[config.mk]
export PLATFORM = sky130hd
export DESIGN_NAME = fpga_board_wrapper
export DESIGN_NICKNAME = d
export VERILOG_FILES = /design/src/hw/board_pkg.sv /design/src/hw/board_status.sv /design/src/hw/seed_loader.sv /design/src/hw/lfsr_worker.sv /design/src/hw/exit_collector.sv /design/src/hw/lfsr_system.sv /design/src/hw/fpga_board_wrapper.sv
export SDC_FILE = /design/constraint.sdc
export NUM_CORES = 1
export LEC_CHECK = 0
export BUFFER_PORTS_ARGS = -buffer_cell sky130_fd_sc_hd__buf_4
export CAP_MARGIN = 20
export CORE_UTILIZATION = 43
export CTS_CLUSTER_SIZE = 10
export DETAILED_ROUTE_END_ITERATION = 7
export GPL_TIMING_DRIVEN = 0
export PLACE_DENSITY = 0.65
export SYNTH_ARGS = -nofsm -noshare
export SYNTH_HDL_FRONTEND = slang
export SYNTH_SLANG_ARGS = --single-unit
export TNS_END_PERCENT = 20
[constraint.sdc]
create_clock -name clk_i -period 7.9 [get_ports clk_i]
set_clock_uncertainty 0.15 [all_clocks]
set_input_delay 1.185 -clock clk_i [delete_from_list [all_inputs] [get_ports clk_i]]
set_output_delay 1.185 -clock clk_i [all_outputs]
set_load 0.05 [all_outputs]
[src/hw/board_pkg.sv]
/*
  shared LFSR constants and the exit word layout
*/
`default_nettype none

package board_pkg;

  // seed and worker state width
  localparam int unsigned LFSR_WIDTH = 16;

  // galois feedback mask, taps 16 14 13 11
  localparam logic [LFSR_WIDTH-1:0] LFSR_TAPS = 16'hB400;

  localparam int unsigned EXIT_WIDTH = 32;

  // one lockup bit per worker
  localparam int unsigned MAX_WORKERS = 15;

  // exit word, read whole or by field
  typedef union packed {
    logic [EXIT_WIDTH-1:0] raw;
    struct packed {
      logic [LFSR_WIDTH-1:0]  signature;
      logic [MAX_WORKERS-1:0] lockup_mask;
      logic                   error;
    } fields;
  } exit_word_u;

endpackage

`default_nettype wire

[src/hw/board_status.sv]
/*
  board reset polarity and two-flop reset synchronizer,
  reset LED and clock blink counter
*/
`timescale 1ns/1ps
`default_nettype none

module board_status #(
  parameter bit          RST_ACTIVE_LOW       = 1'b0,
  parameter int unsigned CLK_LED_COUNT_LENGTH = 27
) (
  input  wire  clk_gen,
  input  wire  rst_i,
  output logic rst_n_o,
  output logic rst_led_o,
  output logic clk_led_o
);

  logic                            rst_req_n;
  logic [1:0]                      rst_sync;
  logic [CLK_LED_COUNT_LENGTH-1:0] clk_count;

  // active low request from the board pin
  assign rst_req_n = RST_ACTIVE_LOW ? rst_i : ~rst_i;

  // assert at once, release after two edges
  always_ff @(posedge clk_gen or negedge rst_req_n) begin
    if (!rst_req_n) begin
      rst_sync <= 2'b00;
    end else begin
      rst_sync <= {rst_sync[0], 1'b1};
    end
  end

  assign rst_n_o = rst_sync[1];

  assign rst_led_o = rst_n_o;

  // free running blink counter
  always_ff @(posedge clk_gen or negedge rst_n_o) begin
    if (!rst_n_o) begin
      clk_count <= '0;
    end else begin
      clk_count <= clk_count + 1'b1;
    end
  end

  assign clk_led_o = clk_count[CLK_LED_COUNT_LENGTH-1];

endmodule

`default_nettype wire

[src/hw/seed_loader.sv]
/*
  start edge detection, busy flag and per-worker seed fan-out
*/
`timescale 1ns/1ps
`default_nettype none

module seed_loader
  import board_pkg::*;
#(
  parameter int unsigned NUM_WORKERS = 4
) (
  input  wire                                  clk_gen,
  input  wire                                  rst_n,
  input  wire                                  start_i,
  input  wire  [LFSR_WIDTH-1:0]                seed_i,
  input  wire                                  done_all_i,
  output logic                                 load_o,
  output logic [NUM_WORKERS*LFSR_WIDTH-1:0]    seeds_o
);

  logic start_q;
  logic busy_q;
  logic accept;

  // rising edge of the start level, only when idle
  assign accept = start_i & ~start_q & ~busy_q;

  always_ff @(posedge clk_gen or negedge rst_n) begin
    if (!rst_n) begin
      start_q <= 1'b0;
      busy_q  <= 1'b0;
      load_o  <= 1'b0;
    end else begin
      start_q <= start_i;
      load_o  <= accept;
      if (accept) begin
        busy_q <= 1'b1;
      end else if (done_all_i && !load_o) begin
        // done bits of the previous run are still up during the load pulse
        busy_q <= 1'b0;
      end
    end
  end

  // worker k gets seed plus k
  always_ff @(posedge clk_gen) begin
    if (accept) begin
      for (int k = 0; k < NUM_WORKERS; k++) begin
        seeds_o[k*LFSR_WIDTH +: LFSR_WIDTH] <= seed_i + LFSR_WIDTH'(k);
      end
    end
  end

endmodule

`default_nettype wire

[src/hw/lfsr_worker.sv]
/*
  one galois LFSR worker, steps a fixed count after load and flags done
*/
`timescale 1ns/1ps
`default_nettype none

module lfsr_worker
  import board_pkg::*;
#(
  parameter int unsigned STEPS = 16
) (
  input  wire                   clk_gen,
  input  wire                   rst_n,
  input  wire                   load_i,
  input  wire  [LFSR_WIDTH-1:0] seed_i,
  output logic [LFSR_WIDTH-1:0] state_o,
  output logic                  done_o
);

  localparam int unsigned CNT_W = $clog2(STEPS + 1);

  logic [CNT_W-1:0] step_cnt;
  logic             stepping;

  assign stepping = (step_cnt != '0);

  // step counter and done flag
  always_ff @(posedge clk_gen or negedge rst_n) begin
    if (!rst_n) begin
      step_cnt <= '0;
      done_o   <= 1'b0;
    end else if (load_i) begin
      step_cnt <= CNT_W'(STEPS);
      done_o   <= 1'b0;
    end else if (stepping) begin
      step_cnt <= step_cnt - 1'b1;
      if (step_cnt == CNT_W'(1)) begin
        done_o <= 1'b1;
      end
    end
  end

  // shift right, fold taps in when a one drops out
  always_ff @(posedge clk_gen) begin
    if (load_i) begin
      state_o <= seed_i;
    end else if (stepping) begin
      if (state_o[0]) begin
        state_o <= (state_o >> 1) ^ LFSR_TAPS;
      end else begin
        state_o <= state_o >> 1;
      end
    end
  end

endmodule

`default_nettype wire

[src/hw/exit_collector.sv]
/*
  combines final worker states into the exit word and holds exit_valid_o
*/
`timescale 1ns/1ps
`default_nettype none

module exit_collector
  import board_pkg::*;
#(
  parameter int unsigned NUM_WORKERS = 4
) (
  input  wire                                clk_gen,
  input  wire                                rst_n,
  input  wire                                load_i,
  input  wire  [NUM_WORKERS-1:0]             done_i,
  input  wire  [NUM_WORKERS*LFSR_WIDTH-1:0]  states_i,
  output logic                               done_all_o,
  output logic [EXIT_WIDTH-1:0]              exit_value_o,
  output logic                               exit_valid_o
);

  exit_word_u word_d;
  exit_word_u word_q;

  assign done_all_o = &done_i;

  // signature, zero-state mask and error flag
  always_comb begin
    word_d.raw = '0;
    for (int k = 0; k < NUM_WORKERS; k++) begin
      word_d.fields.signature = word_d.fields.signature ^
                                states_i[k*LFSR_WIDTH +: LFSR_WIDTH];
      if (states_i[k*LFSR_WIDTH +: LFSR_WIDTH] == '0) begin
        word_d.fields.lockup_mask[k] = 1'b1;
      end
    end
    word_d.fields.error = |word_d.fields.lockup_mask;
  end

  // new load drops valid, result kept until then
  always_ff @(posedge clk_gen or negedge rst_n) begin
    if (!rst_n) begin
      word_q.raw   <= '0;
      exit_valid_o <= 1'b0;
    end else if (load_i) begin
      exit_valid_o <= 1'b0;
    end else if (done_all_o && !exit_valid_o) begin
      word_q       <= word_d;
      exit_valid_o <= 1'b1;
    end
  end

  assign exit_value_o = word_q.raw;

endmodule

`default_nettype wire

[src/hw/lfsr_system.sv]
/*
  seed loader, array of LFSR workers and exit collector
*/
`timescale 1ns/1ps
`default_nettype none

module lfsr_system
  import board_pkg::*;
#(
  parameter int unsigned NUM_WORKERS = 4,
  parameter int unsigned STEPS       = 16
) (
  input  wire                   clk_gen,
  input  wire                   rst_n,
  input  wire                   start_i,
  input  wire  [LFSR_WIDTH-1:0] seed_i,
  output logic [EXIT_WIDTH-1:0] exit_value_o,
  output logic                  exit_valid_o
);

  logic                              load;
  logic                              done_all;
  logic [NUM_WORKERS*LFSR_WIDTH-1:0] seeds;
  logic [NUM_WORKERS*LFSR_WIDTH-1:0] states;
  logic [NUM_WORKERS-1:0]            done;

  seed_loader #(
    .NUM_WORKERS(NUM_WORKERS)
  ) seed_loader_inst (
    .clk_gen   (clk_gen),
    .rst_n     (rst_n),
    .start_i   (start_i),
    .seed_i    (seed_i),
    .done_all_i(done_all),
    .load_o    (load),
    .seeds_o   (seeds)
  );

  for (genvar k = 0; k < NUM_WORKERS; k++) begin : gen_worker
    lfsr_worker #(
      .STEPS(STEPS)
    ) lfsr_worker_inst (
      .clk_gen(clk_gen),
      .rst_n  (rst_n),
      .load_i (load),
      .seed_i (seeds[k*LFSR_WIDTH +: LFSR_WIDTH]),
      .state_o(states[k*LFSR_WIDTH +: LFSR_WIDTH]),
      .done_o (done[k])
    );
  end

  exit_collector #(
    .NUM_WORKERS(NUM_WORKERS)
  ) exit_collector_inst (
    .clk_gen     (clk_gen),
    .rst_n       (rst_n),
    .load_i      (load),
    .done_i      (done),
    .states_i    (states),
    .done_all_o  (done_all),
    .exit_value_o(exit_value_o),
    .exit_valid_o(exit_valid_o)
  );

endmodule

`default_nettype wire

[src/hw/fpga_board_wrapper.sv]
/*
  board top, reset and LED handling around the LFSR system
*/
`timescale 1ns/1ps
`default_nettype none

module fpga_board_wrapper
  import board_pkg::*;
#(
  parameter int unsigned NUM_WORKERS          = 4,
  parameter int unsigned STEPS                = 16,
  parameter int unsigned CLK_LED_COUNT_LENGTH = 27,
  parameter bit          RST_ACTIVE_LOW       = 1'b0
) (
  input  wire                   clk_i,
  input  wire                   rst_i,
  input  wire                   start_i,
  input  wire  [LFSR_WIDTH-1:0] seed_i,
  output logic                  rst_led_o,
  output logic                  clk_led_o,
  output logic [EXIT_WIDTH-1:0] exit_value_o,
  output logic                  exit_valid_o
);

  // board clock used directly, no clock wizard
  wire clk_gen = clk_i;
  wire rst_n;

  board_status #(
    .RST_ACTIVE_LOW      (RST_ACTIVE_LOW),
    .CLK_LED_COUNT_LENGTH(CLK_LED_COUNT_LENGTH)
  ) board_status_inst (
    .clk_gen  (clk_gen),
    .rst_i    (rst_i),
    .rst_n_o  (rst_n),
    .rst_led_o(rst_led_o),
    .clk_led_o(clk_led_o)
  );

  lfsr_system #(
    .NUM_WORKERS(NUM_WORKERS),
    .STEPS      (STEPS)
  ) lfsr_system_inst (
    .clk_gen     (clk_gen),
    .rst_n       (rst_n),
    .start_i     (start_i),
    .seed_i      (seed_i),
    .exit_value_o(exit_value_o),
    .exit_valid_o(exit_valid_o)
  );

endmodule

`default_nettype wire

After elaboration in Yosys (flattened, before gate mapping)
Cells that the tools add are included.
Storage, ports and cells
  register bits: 206
  latch bits: 0
  memory bits (writable): 0
  bits in read-only memories: 0
  output and inout bits: 35
  word-level logic and storage cells: 113
  memories kept: 0
Cells by class
  add/subtract/negate cells: 8
  $mul: 0
  div/mod/pow operators: 0
  magnitude comparators: 0
  eq/ne operators: 4
  shift-type cells: 0
  multiplexer cells: 40
  bitwise logic cells: 12
  reduce and logical (&&, ||, !) cells: 29
Operators with widths (count)
  16-bit 2-to-1 mux: 12
  16-bit logical NOT: 4
  16-bit XOR: 3
  5-bit 2-to-1 mux: 8
  16-bit by 2-bit adder with 16-bit output, second input constant: 2
  27-bit by 1-bit adder with 27-bit output, second input constant: 1
  5-bit by 1-bit equality test with 1-bit output, second input constant: 4
  1-bit 2-to-1 mux: 20
  2-bit nonzero test: 10
  5-bit nonzero test: 4
  5-bit by 1-bit subtractor with 5-bit output, second input constant: 4
  16-bit by 1-bit adder with 16-bit output, second input constant: 1
  3-bit inverter with 4-bit output: 4
  2-bit AND reduction: 5
  4-bit AND reduction: 1
  4-bit OR reduction: 1
  1-bit inverter: 3
  1-bit AND: 2
  1-bit logical AND: 2
  1-bit logical NOT: 2

Longest topological paths before layout
  depth in word-level cells: 4
  mapped depth: 6

Cells and area by module
From an unflattened synthesis, not the netlist that was laid out.
Unflattened totals
  cell total of the unflattened synthesis: 720
  area, all modules: 9705.6 µm²
Modules (own cells, without submodules)
  lfsr_worker: times used 4, cells each 70, area each 999.7 µm²
  seed_loader: times used 1, cells each 187, area each 2909.0 µm²
  exit_collector: times used 1, cells each 154, area each 1537.7 µm²
  board_status: times used 1, cells each 99, area each 1260.0 µm²

Worst setup path before layout
OpenSTA, ideal clock, no wires.
  path type: input port to flip-flop
  from: in start_i
  to: reg lfsr_system_inst.seed_loader_inst.load_o
  data arrival time: 5.770 ns
  required time: 7.152 ns
  slack: 1.382 ns
  cell stages on the path: 1
  buffers on the path: 0
  path through: nor3b_1
Between the ends
  longest elaborated chain between the ends: 2
Ends and longest elaborated chain
  start: declaration: line fpga_board_wrapper.sv:17  | input wire start_i,
  1-bit AND (2 in series): line seed_loader.sv:26  | assign accept = start_i & ~start_q & ~busy_q;
  end signal: assignment: line seed_loader.sv:35  | load_o <= accept;
  end: declaration: line seed_loader.sv:17  | output logic load_o,
No other way between the ends.
A chain may end at the register's enable or synchronous reset.

Final worst setup path
  from: reg board_status_inst.rst_sync[1]
  to: out rst_led_o
RTL lines
  start: declaration: line board_status.sv:20  | logic [1:0] rst_sync;
  start signal: assignment: line board_status.sv:31  | rst_sync <= {rst_sync[0], 1'b1};
  end: declaration: line fpga_board_wrapper.sv:19  | output logic rst_led_o,
No word-level cell between the ends.

==> impl_metrics.env <==
export IMPL_synth_seq_cells=204
export IMPL_design_area_um2=10900
export IMPL_hold_viol=0
export IMPL_post_place_cells=1060
export IMPL_drt_first_pass_iters=4
export IMPL_p_leak_nw=4.27
export IMPL_critPathLaunchType="flop"
export IMPL_drc=0
export IMPL_cp_end_kind="output pin"
export IMPL_post_cts_buffers=0
export IMPL_vias=5556
export IMPL_fmax_ghz=0.323
export IMPL_portBuffers=42
export IMPL_path_max_fanout=47
export IMPL_cts_root_buf="clkbuf_16"
export IMPL_setup_viol=0
export IMPL_cts_resized=0
export IMPL_ys_types=41
export IMPL_wl_per_cell_um=17.6
export IMPL_setup_ws_ps=4800
export IMPL_status="completed"
export IMPL_antenna_found_initial=0
export IMPL_cp_startpoint="board_status_inst.rst_sync[1]"
export IMPL_rrSetupSlack_ps=5610
export IMPL_critPathRequiredTime_ps=6570
export IMPL_irDropWorstVdd_mv=0.179
export IMPL_ys_seq_area_frac=0.613
export IMPL_dp_slack_ps=5000
export IMPL_rows=53
export IMPL_drive_gt1_frac=0.202
export IMPL_cts_hold_buffers=0
export IMPL_maxCapViolCount=0
export IMPL_place_gp_congestion=0.806
export IMPL_grt_pass1_vias=5471
export IMPL_worstMarginPinSlew_ps=749
export IMPL_min_period_over_period=0.392
export IMPL_die_area_um2=22400
export IMPL_crit_type="flop to output pin"
export IMPL_diodes=0
export IMPL_avgViaCountPerCell=5.02
export IMPL_cp_arrival_ps=1760
export IMPL_hpwl_um=14100
export IMPL_clkLatencyLatePin_ps=510
export IMPL_drt_iter0_markers=379
export IMPL_avgSynthCellArea_um2=12.9
export IMPL_rsz0062_at_grt="false"
export IMPL_period_needed_ps=3100
export IMPL_grt_first_pass_wirelength_um=31100
export IMPL_hold_path_class="flop to async pin"
export IMPL_track_usage=0.183
export IMPL_start_util=0.443
export IMPL_async_reset_ff_frac=0.382
export IMPL_netlist_top_cells_area="edfxtp_1, dfrtp_1, xnor2_1"
export IMPL_clk_pin_slew_worst_paths_ps=50
export IMPL_rr_worst_depth=4
export IMPL_pin_count=54
export IMPL_placed_cell_area_um2=10200
export IMPL_ant_nets=0
export IMPL_postLayoutCoreUtil=0.516
export IMPL_overflow=0
export IMPL_synth_common_cells="edfxtp_1, xnor2_1, dfrtp_1"
export IMPL_area_delta_synth_final_pct=16.7
export IMPL_holdWs_ps=125
export IMPL_p_per_area_nw_per_um2=395
export IMPL_core_area_um2=21200
export IMPL_grt_max_degree=48
export IMPL_htreeDepth=1
export IMPL_fin_nets=844
export IMPL_cts_sinks=204
export IMPL_die_height_um=150
export IMPL_synth_main_ff_cell="edfxtp_1"
export IMPL_final_cell_count_no_fill=1106
export IMPL_die_x_um=150
export IMPL_synth_most_common_cell="edfxtp_1"
export IMPL_tns_ps=0
export IMPL_synth_area_um2=9360
export IMPL_clockBufferDepth=3
export IMPL_synth_edf_count=126
export IMPL_total_power_mw=4.32
export IMPL_relSlewSlack=0.501
export IMPL_yosysTopAreaCell="edfxtp_1"
export IMPL_yosysWarnings=0
export IMPL_synth_top_area_frac=0.404
export IMPL_drt_wl_total_um=19400
export IMPL_cp_endpoint="rst_led_o"
export IMPL_n_fill_cell=1835
export IMPL_synthCells=726
export IMPL_cts_tree="built"
export IMPL_cts_buffers=25
export IMPL_slew_violations=0
power by group:
part / internal, mW / leakage (nW) / total, mW / switching (mW)
sequential: 1.57 / 2.22 / 1.86 / 0.293
clock: 0.641 / 0.364 / 1.06 / 0.420
combinational: 0.620 / 1.68 / 1.40 / 0.775
final cells by class:
cell class,count,area (µm²),area share
flip-flops and latches,204,5740,0.525
multi-input cells,468,3340,0.305
clock buffers,43,713,0.0653
repair buffers,49,414,0.0379
well taps,275,344,0.0315
plain buffers,43,256,0.0235
inverters,21,78.8,0.00721
clock inverters,3,43.8,0.00401
routing by layer:
layer	GRT usage	part of all wire
met5	0	0
met4	0.0454	0.015
met3	0.0274	0.057
met2	0.279	0.45
met1	0.272	0.47
worst min path at each step:
stage,start,end,slack [ps],cells past startpoint
6_report,board_status_inst.rst_sync[1],board_status_inst.clk_count[21],120,0
5_1_grt,board_status_inst.rst_sync[1],board_status_inst.clk_count[21],180,0
4_1_cts,board_status_inst.rst_sync[1],board_status_inst.clk_count[21],150,0
3_5_place_dp,board_status_inst.rst_sync[1],board_status_inst.clk_count[21],140,0
3_3_place_gp,board_status_inst.rst_sync[0],board_status_inst.rst_sync[1],190,0
2_1_floorplan,board_status_inst.rst_sync[0],board_status_inst.rst_sync[1],180,0
cell families after synthesis:
| group | count (synthesis) | share of synthesized area |
|---|---|---|
| DFF | 204 | 0.613 |
| and+or+nand+nor | 198 | 0.113 |
| xor gates and xnor gates | 130 | 0.122 |
| AOI/OAI and AO/OA | 67 | 0.0417 |
| buffers and inverters | 64 | 0.0358 |
| muxes | 48 | 0.0577 |
| adders and majority gates | 13 | 0.0174 |
| other | 2 | 0.000802 |
sequential cells by signal, summed over array words and instances, names as in the netlist:
register	cells
lfsr_system_inst.gen_worker.lfsr_worker_inst.state_o	64
lfsr_system_inst.seed_loader_inst.seeds_o	62
board_status_inst.clk_count	27
lfsr_system_inst.seed_loader_inst.load_o	1
lfsr_system_inst.seed_loader_inst.start_q	1
board_status_inst.rst_sync	2
lfsr_system_inst.gen_worker.lfsr_worker_inst.done_o	4
lfsr_system_inst.exit_collector_inst.exit_value_o	21
lfsr_system_inst.exit_collector_inst.exit_valid_o	1
lfsr_system_inst.gen_worker.lfsr_worker_inst.step_cnt	20
lfsr_system_inst.seed_loader_inst.busy_q	1
cells in the final DEF (no fill, tap or decap), drive strengths merged, types with 19 or more instances in the layout:
cell,synthesis,layout
buf,22,71
edfxtp,126,126
xor2,26,26
mux2,48,48
nand2,64,64
clkbuf,21,64
dfrtp,78,78
nand3,19,19
inv,21,22
nor4,22,22
xnor2,104,104
nor2,33,33
o21ai,40,40
worst max-delay path, cell delays in order, from the launching register on:
cell and delay, ps:
dfrtp_4 700, buf_16 290, buf_4 240
Power figures use the tool's default switching activity.
